`config.mk`:
```
export PLATFORM = sky130hd
export DESIGN_NAME = rtcDisplayTop
export DESIGN_NICKNAME = d
export VERILOG_FILES = /design/src/design/rtcDisplayPkg.sv /design/src/design/fieldBus.sv /design/src/design/vgaSyncGen.sv /design/src/design/fieldCapture.sv /design/src/design/digitSlot.sv /design/src/design/textRenderer.sv /design/src/design/rtcDisplayTop.sv
export SDC_FILE = /design/constraint.sdc
export NUM_CORES = 1
export LEC_CHECK = 0
export BUFFER_PORTS_ARGS = -buffer_cell sky130_fd_sc_hd__buf_2
export CORE_ASPECT_RATIO = 0.75
export CORE_UTILIZATION = 50
export CTS_CLUSTER_SIZE = 24
export DETAILED_ROUTE_END_ITERATION = 7
export PLACE_DENSITY = 0.66
export SYNTH_ARGS = -nofsm -noshare
export SYNTH_HDL_FRONTEND = slang
export SYNTH_SLANG_ARGS = --single-unit
export TNS_END_PERCENT = 20
```
`constraint.sdc`:
```
create_clock -name clk -period 7.75 [get_ports clk]
set_input_delay 0 -clock clk [delete_from_list [all_inputs] [get_ports clk]]
set_output_delay 0 -clock clk [all_outputs]
set_load 0.01 [all_outputs]
```
`src/design/rtcDisplayPkg.sv`:
```
package rtcDisplayPkg;

    ////////////////////////////////////////////////////////////
    // Shared types
    ////////////////////////////////////////////////////////////

    typedef logic [6:0] fieldValue_t;   // Binary field value, 0 to 99

    // One field as two ASCII characters
    typedef struct packed {
        logic [6:0] tens;
        logic [6:0] units;
    } asciiPair_t;

    typedef logic [11:0] rgb_t;         // 4 bits each of red, green, blue

    // Capture sequencer states
    typedef enum logic [1:0] {
        capIdle,
        capCollect,
        capCommit
    } captureState_t;

    ////////////////////////////////////////////////////////////
    // Default parameters
    ////////////////////////////////////////////////////////////

    // 640x480 at 60 Hz, one pixel per clk
    localparam int defHActive = 640;
    localparam int defHFront  = 16;
    localparam int defHSync   = 96;
    localparam int defHBack   = 48;
    localparam int defVActive = 480;
    localparam int defVFront  = 10;
    localparam int defVSync   = 2;
    localparam int defVBack   = 33;

    localparam int defNumFields = 3;    // Seconds, minutes, hours

    // Top left corner of the HH:MM:SS line, roughly centred
    localparam int defTextX = 288;
    localparam int defTextY = 232;

    localparam rgb_t defFgColor = 12'hFFF;  // White

    localparam int glyphWidth  = 8;
    localparam int glyphHeight = 16;

    localparam logic [6:0] asciiZero  = 7'h30;  // '0'
    localparam logic [6:0] asciiColon = 7'h3A;  // ':'

    ////////////////////////////////////////////////////////////
    // Glyph ROM
    ////////////////////////////////////////////////////////////

    // 8x16 glyphs, row 0 in the top byte, MSB is the leftmost pixel
    function automatic logic [7:0] glyphRow(input logic [6:0] code, input logic [3:0] row);
        logic [127:0] glyph;
        case (code)
            7'h30:   glyph = 128'h0000_7CC6_C6CE_DEF6_E6C6_C67C_0000_0000;  // 0
            7'h31:   glyph = 128'h0000_1838_7818_1818_1818_187E_0000_0000;  // 1
            7'h32:   glyph = 128'h0000_7CC6_060C_1830_60C0_C6FE_0000_0000;  // 2
            7'h33:   glyph = 128'h0000_7CC6_0606_3C06_0606_C67C_0000_0000;  // 3
            7'h34:   glyph = 128'h0000_0C1C_3C6C_CCFE_0C0C_0C1E_0000_0000;  // 4
            7'h35:   glyph = 128'h0000_FEC0_C0C0_FC06_0606_C67C_0000_0000;  // 5
            7'h36:   glyph = 128'h0000_3860_C0C0_FCC6_C6C6_C67C_0000_0000;  // 6
            7'h37:   glyph = 128'h0000_FEC6_0606_0C18_3030_3030_0000_0000;  // 7
            7'h38:   glyph = 128'h0000_7CC6_C6C6_7CC6_C6C6_C67C_0000_0000;  // 8
            7'h39:   glyph = 128'h0000_7CC6_C6C6_7E06_0606_0C78_0000_0000;  // 9
            7'h3A:   glyph = 128'h0000_0000_1818_0000_0018_1800_0000_0000;  // Colon
            default: glyph = '0;                                           // Blank cell
        endcase
        // Row 0 sits in bits 127:120
        return glyph[8 * (15 - int'(row)) +: 8];
    endfunction

endpackage

```
`src/design/fieldBus.sv`:
```
`timescale 1ns/100ps

// Capture writes and commit, sequencer to digit slots
interface fieldBus #(
    parameter int numFields = rtcDisplayPkg::defNumFields
);
    localparam int idxWidth = (numFields > 1) ? $clog2(numFields) : 1;

    logic                       captureEn;   // Write strobe for one slot
    logic [idxWidth-1:0]        captureIdx;  // Slot addressed by the write
    rtcDisplayPkg::fieldValue_t fieldData;   // Binary value to convert
    logic                       commit;      // Staging to display, all slots

    // Sequencer side
    modport source (
        output captureEn, captureIdx, fieldData, commit
    );

    // Slot side
    modport sink (
        input captureEn, captureIdx, fieldData, commit
    );

endinterface

```
`src/design/vgaSyncGen.sv`:
```
`timescale 1ns/100ps

module vgaSyncGen #(
    parameter int hActive = rtcDisplayPkg::defHActive,
    parameter int hFront  = rtcDisplayPkg::defHFront,
    parameter int hSync   = rtcDisplayPkg::defHSync,
    parameter int hBack   = rtcDisplayPkg::defHBack,
    parameter int vActive = rtcDisplayPkg::defVActive,
    parameter int vFront  = rtcDisplayPkg::defVFront,
    parameter int vSync   = rtcDisplayPkg::defVSync,
    parameter int vBack   = rtcDisplayPkg::defVBack
) (
    input  logic       clk,
    input  logic       rstN,
    output logic [9:0] pixelX,
    output logic [9:0] pixelY,
    output logic       videoOn,
    output logic       hsyncRaw,
    output logic       vsyncRaw,
    output logic       blankStart
);

    localparam int hTotal = hActive + hFront + hSync + hBack;   // 800 cycles per line
    localparam int vTotal = vActive + vFront + vSync + vBack;   // 525 lines per frame

    // Sync pulse edges
    localparam int hSyncStart = hActive + hFront;
    localparam int hSyncEnd   = hSyncStart + hSync;
    localparam int vSyncStart = vActive + vFront;
    localparam int vSyncEnd   = vSyncStart + vSync;

    logic lineEnd;
    logic frameEnd;

    assign lineEnd  = (pixelX == 10'(hTotal - 1));
    assign frameEnd = (pixelY == 10'(vTotal - 1));

    ////////////////////////////////////////////////////////////
    // Counters
    ////////////////////////////////////////////////////////////

    always_ff @(posedge clk) begin
        if (!rstN) begin
            pixelX <= '0;
            pixelY <= '0;
        end else if (lineEnd) begin
            pixelX <= '0;                       // Wrap at end of line
            if (frameEnd) begin
                pixelY <= '0;
            end else begin
                pixelY <= pixelY + 10'd1;
            end
        end else begin
            pixelX <= pixelX + 10'd1;
        end
    end

    ////////////////////////////////////////////////////////////
    // Decode
    ////////////////////////////////////////////////////////////

    // Both syncs active low
    assign hsyncRaw = !((pixelX >= 10'(hSyncStart)) && (pixelX < 10'(hSyncEnd)));
    assign vsyncRaw = !((pixelY >= 10'(vSyncStart)) && (pixelY < 10'(vSyncEnd)));

    assign videoOn = (pixelX < 10'(hActive)) && (pixelY < 10'(vActive));

    // First pixel of the first blanked line opens the capture window
    assign blankStart = (pixelX == 10'd0) && (pixelY == 10'(vActive));

    // Counter must wrap before the line total
    pixelXRange: assert property (@(posedge clk) disable iff (!rstN)
        pixelX < 10'(hTotal));

endmodule

```
`src/design/fieldCapture.sv`:
```
`timescale 1ns/100ps

module fieldCapture #(
    parameter int numFields = rtcDisplayPkg::defNumFields,
    parameter int vActive   = rtcDisplayPkg::defVActive
) (
    input  logic                       clk,
    input  logic                       rstN,
    input  logic                       blankStart,  // Window opens here
    input  logic [9:0]                 pixelY,
    input  logic                       fieldValid,  // Plain strobe, no back-pressure
    input  rtcDisplayPkg::fieldValue_t fieldData,
    fieldBus.source                    bus
);

    localparam int idxWidth = (numFields > 1) ? $clog2(numFields) : 1;
    localparam logic [idxWidth-1:0] lastIdx = idxWidth'(numFields - 1);

    rtcDisplayPkg::captureState_t state;
    logic [idxWidth-1:0]          idx;        // Next field to be written
    logic                         inBlank;
    logic                         writeNow;

    assign inBlank  = (pixelY >= 10'(vActive));     // Drops at line 0 of the next frame
    assign writeNow = (state == rtcDisplayPkg::capCollect) && inBlank && fieldValid;

    ////////////////////////////////////////////////////////////
    // Sequencer
    ////////////////////////////////////////////////////////////

    always_ff @(posedge clk) begin
        if (!rstN) begin
            state         <= rtcDisplayPkg::capIdle;
            idx           <= '0;
            bus.captureEn <= 1'b0;
            bus.commit    <= 1'b0;
        end else begin
            bus.captureEn <= writeNow;
            bus.commit    <= 1'b0;
            case (state)
                rtcDisplayPkg::capIdle: begin
                    if (blankStart) begin
                        state <= rtcDisplayPkg::capCollect;
                        idx   <= '0;
                    end
                end
                rtcDisplayPkg::capCollect: begin
                    if (!inBlank) begin
                        state <= rtcDisplayPkg::capIdle;    // Abort, displays keep old values
                    end else if (fieldValid) begin
                        if (idx == lastIdx) begin
                            state <= rtcDisplayPkg::capCommit;
                        end else begin
                            idx <= idx + 1'b1;
                        end
                    end
                end
                rtcDisplayPkg::capCommit: begin
                    bus.commit <= 1'b1;                     // One cycle after last write
                    state      <= rtcDisplayPkg::capIdle;
                end
                default: state <= rtcDisplayPkg::capIdle;
            endcase
        end
    end

    // Write payload
    always_ff @(posedge clk) begin
        if (writeNow) begin
            bus.captureIdx <= idx;
            bus.fieldData  <= fieldData;
        end
    end

    // Commit only straight after the last index was written
    commitAfterLast: assert property (@(posedge clk) disable iff (!rstN)
        bus.commit |-> $past(bus.captureEn && (bus.captureIdx == lastIdx)));

    idxInRange: assert property (@(posedge clk) disable iff (!rstN)
        bus.captureEn |-> (int'(bus.captureIdx) < numFields));

endmodule

```
`src/design/digitSlot.sv`:
```
`timescale 1ns/100ps

module digitSlot #(
    parameter int slotIdx = 0   // 0 seconds, 1 minutes, 2 hours
) (
    input  logic                      clk,
    input  logic                      rstN,
    fieldBus.sink                     bus,
    output rtcDisplayPkg::asciiPair_t chars     // Display register
);

    rtcDisplayPkg::asciiPair_t staging;
    rtcDisplayPkg::asciiPair_t converted;
    logic                      selected;

    assign selected = bus.captureEn && (int'(bus.captureIdx) == slotIdx);

    // Binary to ASCII, tens and units
    always_comb begin
        converted.tens  = rtcDisplayPkg::asciiZero + (bus.fieldData / 7'd10);
        converted.units = rtcDisplayPkg::asciiZero + (bus.fieldData % 7'd10);
    end

    // Staging, loaded on this slot's write
    always_ff @(posedge clk) begin
        if (selected) begin
            staging <= converted;
        end
    end

    // Display, all slots switch together on commit
    always_ff @(posedge clk) begin
        if (!rstN) begin
            chars.tens  <= rtcDisplayPkg::asciiZero;
            chars.units <= rtcDisplayPkg::asciiZero;
        end else if (bus.commit) begin
            chars <= staging;
        end
    end

    // Source must stay inside two decimal digits
    valueInRange: assert property (@(posedge clk) disable iff (!rstN)
        selected |-> (bus.fieldData <= 7'd99));

endmodule

```
`src/design/textRenderer.sv`:
```
`timescale 1ns/100ps

module textRenderer #(
    parameter int                  numFields = rtcDisplayPkg::defNumFields,
    parameter int                  textX     = rtcDisplayPkg::defTextX,
    parameter int                  textY     = rtcDisplayPkg::defTextY,
    parameter rtcDisplayPkg::rgb_t fgColor   = rtcDisplayPkg::defFgColor
) (
    input  logic                      clk,
    input  logic                      rstN,
    input  logic [9:0]                pixelX,
    input  logic [9:0]                pixelY,
    input  logic                      videoOn,
    input  logic                      hsyncRaw,
    input  logic                      vsyncRaw,
    input  rtcDisplayPkg::asciiPair_t fieldChars [numFields],
    output logic                      hsync,
    output logic                      vsync,
    output rtcDisplayPkg::rgb_t       rgb
);

    // Two digits plus a colon per field, no colon after the last
    localparam int numChars = 3 * numFields - 1;
    localparam int boxWidth = numChars * rtcDisplayPkg::glyphWidth;

    logic [9:0] boxX;
    logic [9:0] boxY;
    logic       inBox;
    logic [6:0] charCol;
    logic [6:0] groupIdx;
    logic [1:0] charPos;        // 0 tens, 1 units, 2 colon
    logic [6:0] charCode;

    ////////////////////////////////////////////////////////////
    // Stage 1, character and glyph position
    ////////////////////////////////////////////////////////////

    assign boxX  = pixelX - 10'(textX);
    assign boxY  = pixelY - 10'(textY);
    assign inBox = (pixelX >= 10'(textX)) && (pixelX < 10'(textX + boxWidth))
                && (pixelY >= 10'(textY))
                && (pixelY < 10'(textY + rtcDisplayPkg::glyphHeight));

    // Column mux, hours on the left
    always_comb begin
        charCol  = boxX[9:3];
        groupIdx = charCol / 7'd3;
        charPos  = 2'(charCol % 7'd3);
        charCode = rtcDisplayPkg::asciiColon;
        for (int f = 0; f < numFields; f++) begin
            if (int'(groupIdx) == numFields - 1 - f) begin
                if (charPos == 2'd0) begin
                    charCode = fieldChars[f].tens;
                end else if (charPos == 2'd1) begin
                    charCode = fieldChars[f].units;
                end
            end
        end
    end

    logic       inBox1;
    logic       videoOn1;
    logic       hsync1;
    logic       vsync1;
    logic [6:0] code1;
    logic [3:0] row1;
    logic [2:0] bitIdx1;

    always_ff @(posedge clk) begin
        if (!rstN) begin
            inBox1   <= 1'b0;
            videoOn1 <= 1'b0;
            hsync1   <= 1'b1;               // Syncs idle high
            vsync1   <= 1'b1;
        end else begin
            inBox1   <= inBox;
            videoOn1 <= videoOn;
            hsync1   <= hsyncRaw;
            vsync1   <= vsyncRaw;
        end
    end

    always_ff @(posedge clk) begin
        code1   <= charCode;
        row1    <= boxY[3:0];
        bitIdx1 <= 3'd7 - boxX[2:0];        // MSB is leftmost pixel
    end

    ////////////////////////////////////////////////////////////
    // Stage 2, glyph lookup, bit select, colour
    ////////////////////////////////////////////////////////////

    logic [7:0] glyphBits;
    logic       pixelOn;

    assign glyphBits = rtcDisplayPkg::glyphRow(code1, row1);
    assign pixelOn   = glyphBits[bitIdx1] && inBox1 && videoOn1;  // Gated by video window

    always_ff @(posedge clk) begin
        if (!rstN) begin
            rgb   <= '0;
            hsync <= 1'b1;
            vsync <= 1'b1;
        end else begin
            rgb   <= pixelOn ? fgColor : '0;
            hsync <= hsync1;                // Same latency as rgb
            vsync <= vsync1;
        end
    end

endmodule

```
`src/design/rtcDisplayTop.sv`:
```
`timescale 1ns/100ps

module rtcDisplayTop #(
    parameter int                  hActive   = rtcDisplayPkg::defHActive,
    parameter int                  hFront    = rtcDisplayPkg::defHFront,
    parameter int                  hSync     = rtcDisplayPkg::defHSync,
    parameter int                  hBack     = rtcDisplayPkg::defHBack,
    parameter int                  vActive   = rtcDisplayPkg::defVActive,
    parameter int                  vFront    = rtcDisplayPkg::defVFront,
    parameter int                  vSync     = rtcDisplayPkg::defVSync,
    parameter int                  vBack     = rtcDisplayPkg::defVBack,
    parameter int                  numFields = rtcDisplayPkg::defNumFields,
    parameter int                  textX     = rtcDisplayPkg::defTextX,
    parameter int                  textY     = rtcDisplayPkg::defTextY,
    parameter rtcDisplayPkg::rgb_t fgColor   = rtcDisplayPkg::defFgColor
) (
    input  logic                       clk,
    input  logic                       rstN,
    input  logic                       fieldValid,
    input  rtcDisplayPkg::fieldValue_t fieldData,
    output logic                       hsync,
    output logic                       vsync,
    output rtcDisplayPkg::rgb_t        rgb
);

    logic [9:0] pixelX;
    logic [9:0] pixelY;
    logic       videoOn;
    logic       hsyncRaw;
    logic       vsyncRaw;
    logic       blankStart;

    rtcDisplayPkg::asciiPair_t slotChars [numFields];   // Indexed by field, 0 is seconds

    vgaSyncGen #(
        .hActive(hActive), .hFront(hFront), .hSync(hSync), .hBack(hBack),
        .vActive(vActive), .vFront(vFront), .vSync(vSync), .vBack(vBack)
    ) syncGen (
        .clk(clk), .rstN(rstN), .pixelX(pixelX), .pixelY(pixelY), .videoOn(videoOn),
        .hsyncRaw(hsyncRaw), .vsyncRaw(vsyncRaw), .blankStart(blankStart)
    );

    fieldBus #(.numFields(numFields)) capBus ();

    fieldCapture #(.numFields(numFields), .vActive(vActive)) capture (
        .clk(clk), .rstN(rstN), .blankStart(blankStart), .pixelY(pixelY),
        .fieldValid(fieldValid), .fieldData(fieldData), .bus(capBus)
    );

    // One slot per clock field
    for (genvar i = 0; i < numFields; i++) begin : genSlot
        digitSlot #(.slotIdx(i)) slot (
            .clk(clk), .rstN(rstN), .bus(capBus), .chars(slotChars[i])
        );
    end

    textRenderer #(
        .numFields(numFields), .textX(textX), .textY(textY), .fgColor(fgColor)
    ) renderer (
        .clk(clk), .rstN(rstN), .pixelX(pixelX), .pixelY(pixelY), .videoOn(videoOn),
        .hsyncRaw(hsyncRaw), .vsyncRaw(vsyncRaw), .fieldChars(slotChars),
        .hsync(hsync), .vsync(vsync), .rgb(rgb)
    );

endmodule

```
==> out/metrics.cfg <==
[job]
maxCapViolations = 0

[finish]
drive_above_1_share = 0.09809
seqCellArea_mm2 = 0.002864
area_growth_pct = 9.785
final_cell_count_no_fill = 1031
nets = 847
fillers = 1270
antenna_cells = 0
multi_input_area_mm2 = 0.003994

[yosys]
ys_seq_elements = 122
synth_flop_cell = dfxtp_1
synth_edf_count = 42
synth_area_leader_cell = dfxtp_1
syn_nets = 865
yosysWarnings = 0
synthTopCellsByCount = 80 x dfxtp_1, 70 x nor2_1, 58 x nand2_1
ys_seq_area_frac = 0.3900
yosysMostFrequentCell = dfxtp_1
synth.avg_cell_area_um2 = 8.727
syn_area_mm2 = 0.007340
synth_top_area_share = 0.2182
synth_async_sr_flop_share = 0
yosys-top-cells-area = dfxtp_1 22%, edfxtp_1 17%, mux2i_1 5.0%, nor2b_1 4.1%, nor2_1 3.6%
ys_types = 83
syn_inst = 841

[sta]
fmax_ghz = 0.1806
worst-slew-pin-transition_ns = 1.061
hold_violations = 0
finalWorstSetupSlack_ns = 2.213
slew-limit-headroom = 0.2920
min_period_ns = 5.537
slew_violations = 0
grt_setup_unrepaired = false
period_share = 0.7144
setup_tns_ns = 0
finalSetupViolCount = 0
skew_ns = 0.007633

[clock_tree]
clk_pin_slew_worst_paths_ns = 0.06
cts_sinks = 122
cts_resized = 0
clock_latency_ns = 0.42
cts_tree = done
cts_buffers = 17
cts_root_buf = clkbuf_16
htree_levels = 4
cts_max_path_buffers = 2

[floorplanning]
row_count = 37
die_x_um = 141.9
design.die.area_mm2 = 0.01517
core-area_mm2 = 0.01403
io_pins = 24
start_util = 0.5232
die_y_um = 106.9

[global_routing]
first_global_vias = 5598
grt_overflow = 0
grt_pass1_wl_um = 30100
antenna_found_initial = 0
grt_max_degree = 51
grt.total_usage = 0.2564

[setup_path]
path_class = flop to flop
r2r_cells = 17
crit_path_end_kind = flop
crit_cells = 17
arrival_ns = 5.82
cp_top_family = compound AO/OA/AOI/OAI gates
path_max_fanout = 25
cp.required_ns = 8.03
crit_path_start_kind = flop
slowest_delay_ns = 0.93
slowest_stage = dfxtp_1
crit_buf_inv = 1
cp_cell_sequence = inv_1 -> ha_1 -> xor2_1 -> o21ai_1 -> o2111a_1 -> a21oi_1 -> a221oi_2 -> a31o_2 -> ha_1 -> a21oi_1 -> nand2_1 -> or4_4 -> a21boi_4 -> o21ai_4 -> mux2i_4 -> a2bb2oi_1 -> o221ai_1

[power_and_ir_drop]
total_power_mw = 1.452
leakage_nw = 2.798
ir_worst_vdd_v = 0.0001323
power_density_mw_per_mm2 = 180.2

[routing]
detail-route-antenna-nets = 0
first_iter_violations = 886
wirelength_um = 18540
avgRoutedWirePerCell_um = 17.98
drc = 0
vias = 6253
drt_pass1_iterations = 7
vias_per_cell = 6.065

[place]
hpwl_um = 12770
port_buffers = 23
place_congestion = 0.9470
dp_cells = 991
pre_cts_ws_ns = 2.380

[worst_hold_path]
hp-class = primary input to flop
hold_depth = 2

[run_status]
outcome = completed

[final timing paths]
kind,startpoint,to,slack [ns]
max,syncGen.pixelX[5]$_SDFF_PP0_,renderer.code1[0]$_DFF_P_,2.21
min,rstN,genSlot[1].slot.chars[5]$_SDFFE_PN1P_,0.15
max reg2reg,syncGen.pixelX[5]$_SDFF_PP0_,renderer.code1[0]$_DFF_P_,2.21
min reg2reg,renderer.vsync1$_SDFF_PN1_,renderer.vsync$_SDFF_PN1_,0.41
[cells in the final DEF, fill, tap and decap left out, types with 5 or more instances in the layout]
cell           netlist  routed
o2111ai_1            6       6
and2_1               5       5
xnor2_1             16      16
nand2b_1            16      16
o221ai_1             5       5
a22o_1               6       6
o211ai_1             7       7
dlygate4sd3_1        0       8
buf_2                8      23
edfxtp_1            42      42
o21ai_0             50      50
ha_1                14      14
nor3_1              16      16
nand4_1             16      16
dfxtp_1             80      79
nor2b_1             48      48
a21oi_1             46      46
nand2_1             58      58
o22ai_1             12      12
or2_2                5       5
xor2_1              17      17
nor2_1              70      70
nand3_1             25      25
clkbuf_16            0      17
o31ai_1              5       5
and3_1               6       6
or3_1                8       8
buf_4               13       7
inv_8                0       5
mux2i_1             37      37
o21a_1               5       5
inv_1               33      33
a2bb2oi_1            7       7
a211oi_1            10      10
[metal layers]
| layer | track usage | share of wire | vias up |
|---|---|---|---|
| met5 | 0 | 0 | - |
| met4 | 0.08525 | 0.014 | 0 |
| met3 | 0.05538 | 0.063 | 21 |
| met2 | 0.3698 | 0.42 | 227 |
| met1 | 0.3767 | 0.50 | 2980 |
| li1 | - | - | 3025 |
[stage by stage]
| step | hold slack (ns) | utilization | area, um2 |
|---|---|---|---|
| 2_1_floorplan | 0.09887 | - | 7340 |
| 3_3_place_gp | 0.1766 | 0.5279 | 7405 |
| 3_5_place_dp | 0.1781 | 0.5279 | 7405 |
| 4_1_cts | 0.1373 | 0.5744 | 8058 |
| 5_1_grt | 0.1987 | 0.5744 | 8058 |
| 6_report | 0.1546 | 0.5744 | 8058 |
[timing repair]
action,4_1_cts,5_1_grt
setup buffers,0,0
setup endpoints to repair,0,0
hold buffers,8,0
endpoints found under the hold margin,10,0
[state kept, by name, indices dropped and copies added, names as in the netlist, 2 cells and up]
name,flops
syncGen.pixelX,10
genSlot.slot.chars,33
capture.bus.captureIdx,2
syncGen.pixelY,10
renderer.row1,4
renderer.bitIdx1,3
capture.bus.fieldData,7
capture.idx,2
capture.state,2
renderer.code1,7
genSlot.slot.staging,33
[where the power goes]
group / internal, mW / leakage (nW) / switching [mW]
Clock: 0.426 / 0.273 / 0.332
Combinational: 0.0144 / 1.50 / 0.0135
Sequential: 0.661 / 1.03 / 0.00483
[layout make-up]
type / count / area share
clock buffer: 17 / 0.05280
clock inverter: 15 / 0.01832
inverter: 36 / 0.01677
multi-input combinational: 608 / 0.4957
sequential: 122 / 0.3554
tap: 195 / 0.03028
timing repair buffer: 38 / 0.03075
[logic make-up (layout without fill, tap and decap cells)]
family,count (synthesis),after routing,synth area share
AO/OA/AOI/OAI,226,226,0.2153
XOR/XNOR,33,33,0.03938
adder cells (fa/ha/maj),15,15,0.02523
buffers and inverters,111,106,0.06580
flip-flops,122,122,0.3900
multiplexers,40,40,0.05864
AND/OR/NAND/NOR,294,294,0.2056
[worst reg2reg max path: stages, from the launching register on]
cell       delay (ns)
dfxtp_1          0.93
inv_1            0.27
ha_1             0.53
xor2_1           0.48
o21ai_1          0.13
o2111a_1         0.28
a21oi_1          0.42
a221oi_2         0.16
a31o_2           0.27
ha_1             0.26
a21oi_1          0.16
nand2_1          0.08
or4_4            0.44
a21boi_4         0.18
o21ai_4          0.11
mux2i_4          0.36
a2bb2oi_1        0.20
o221ai_1         0.14
Power figures use the tool's default switching activity.
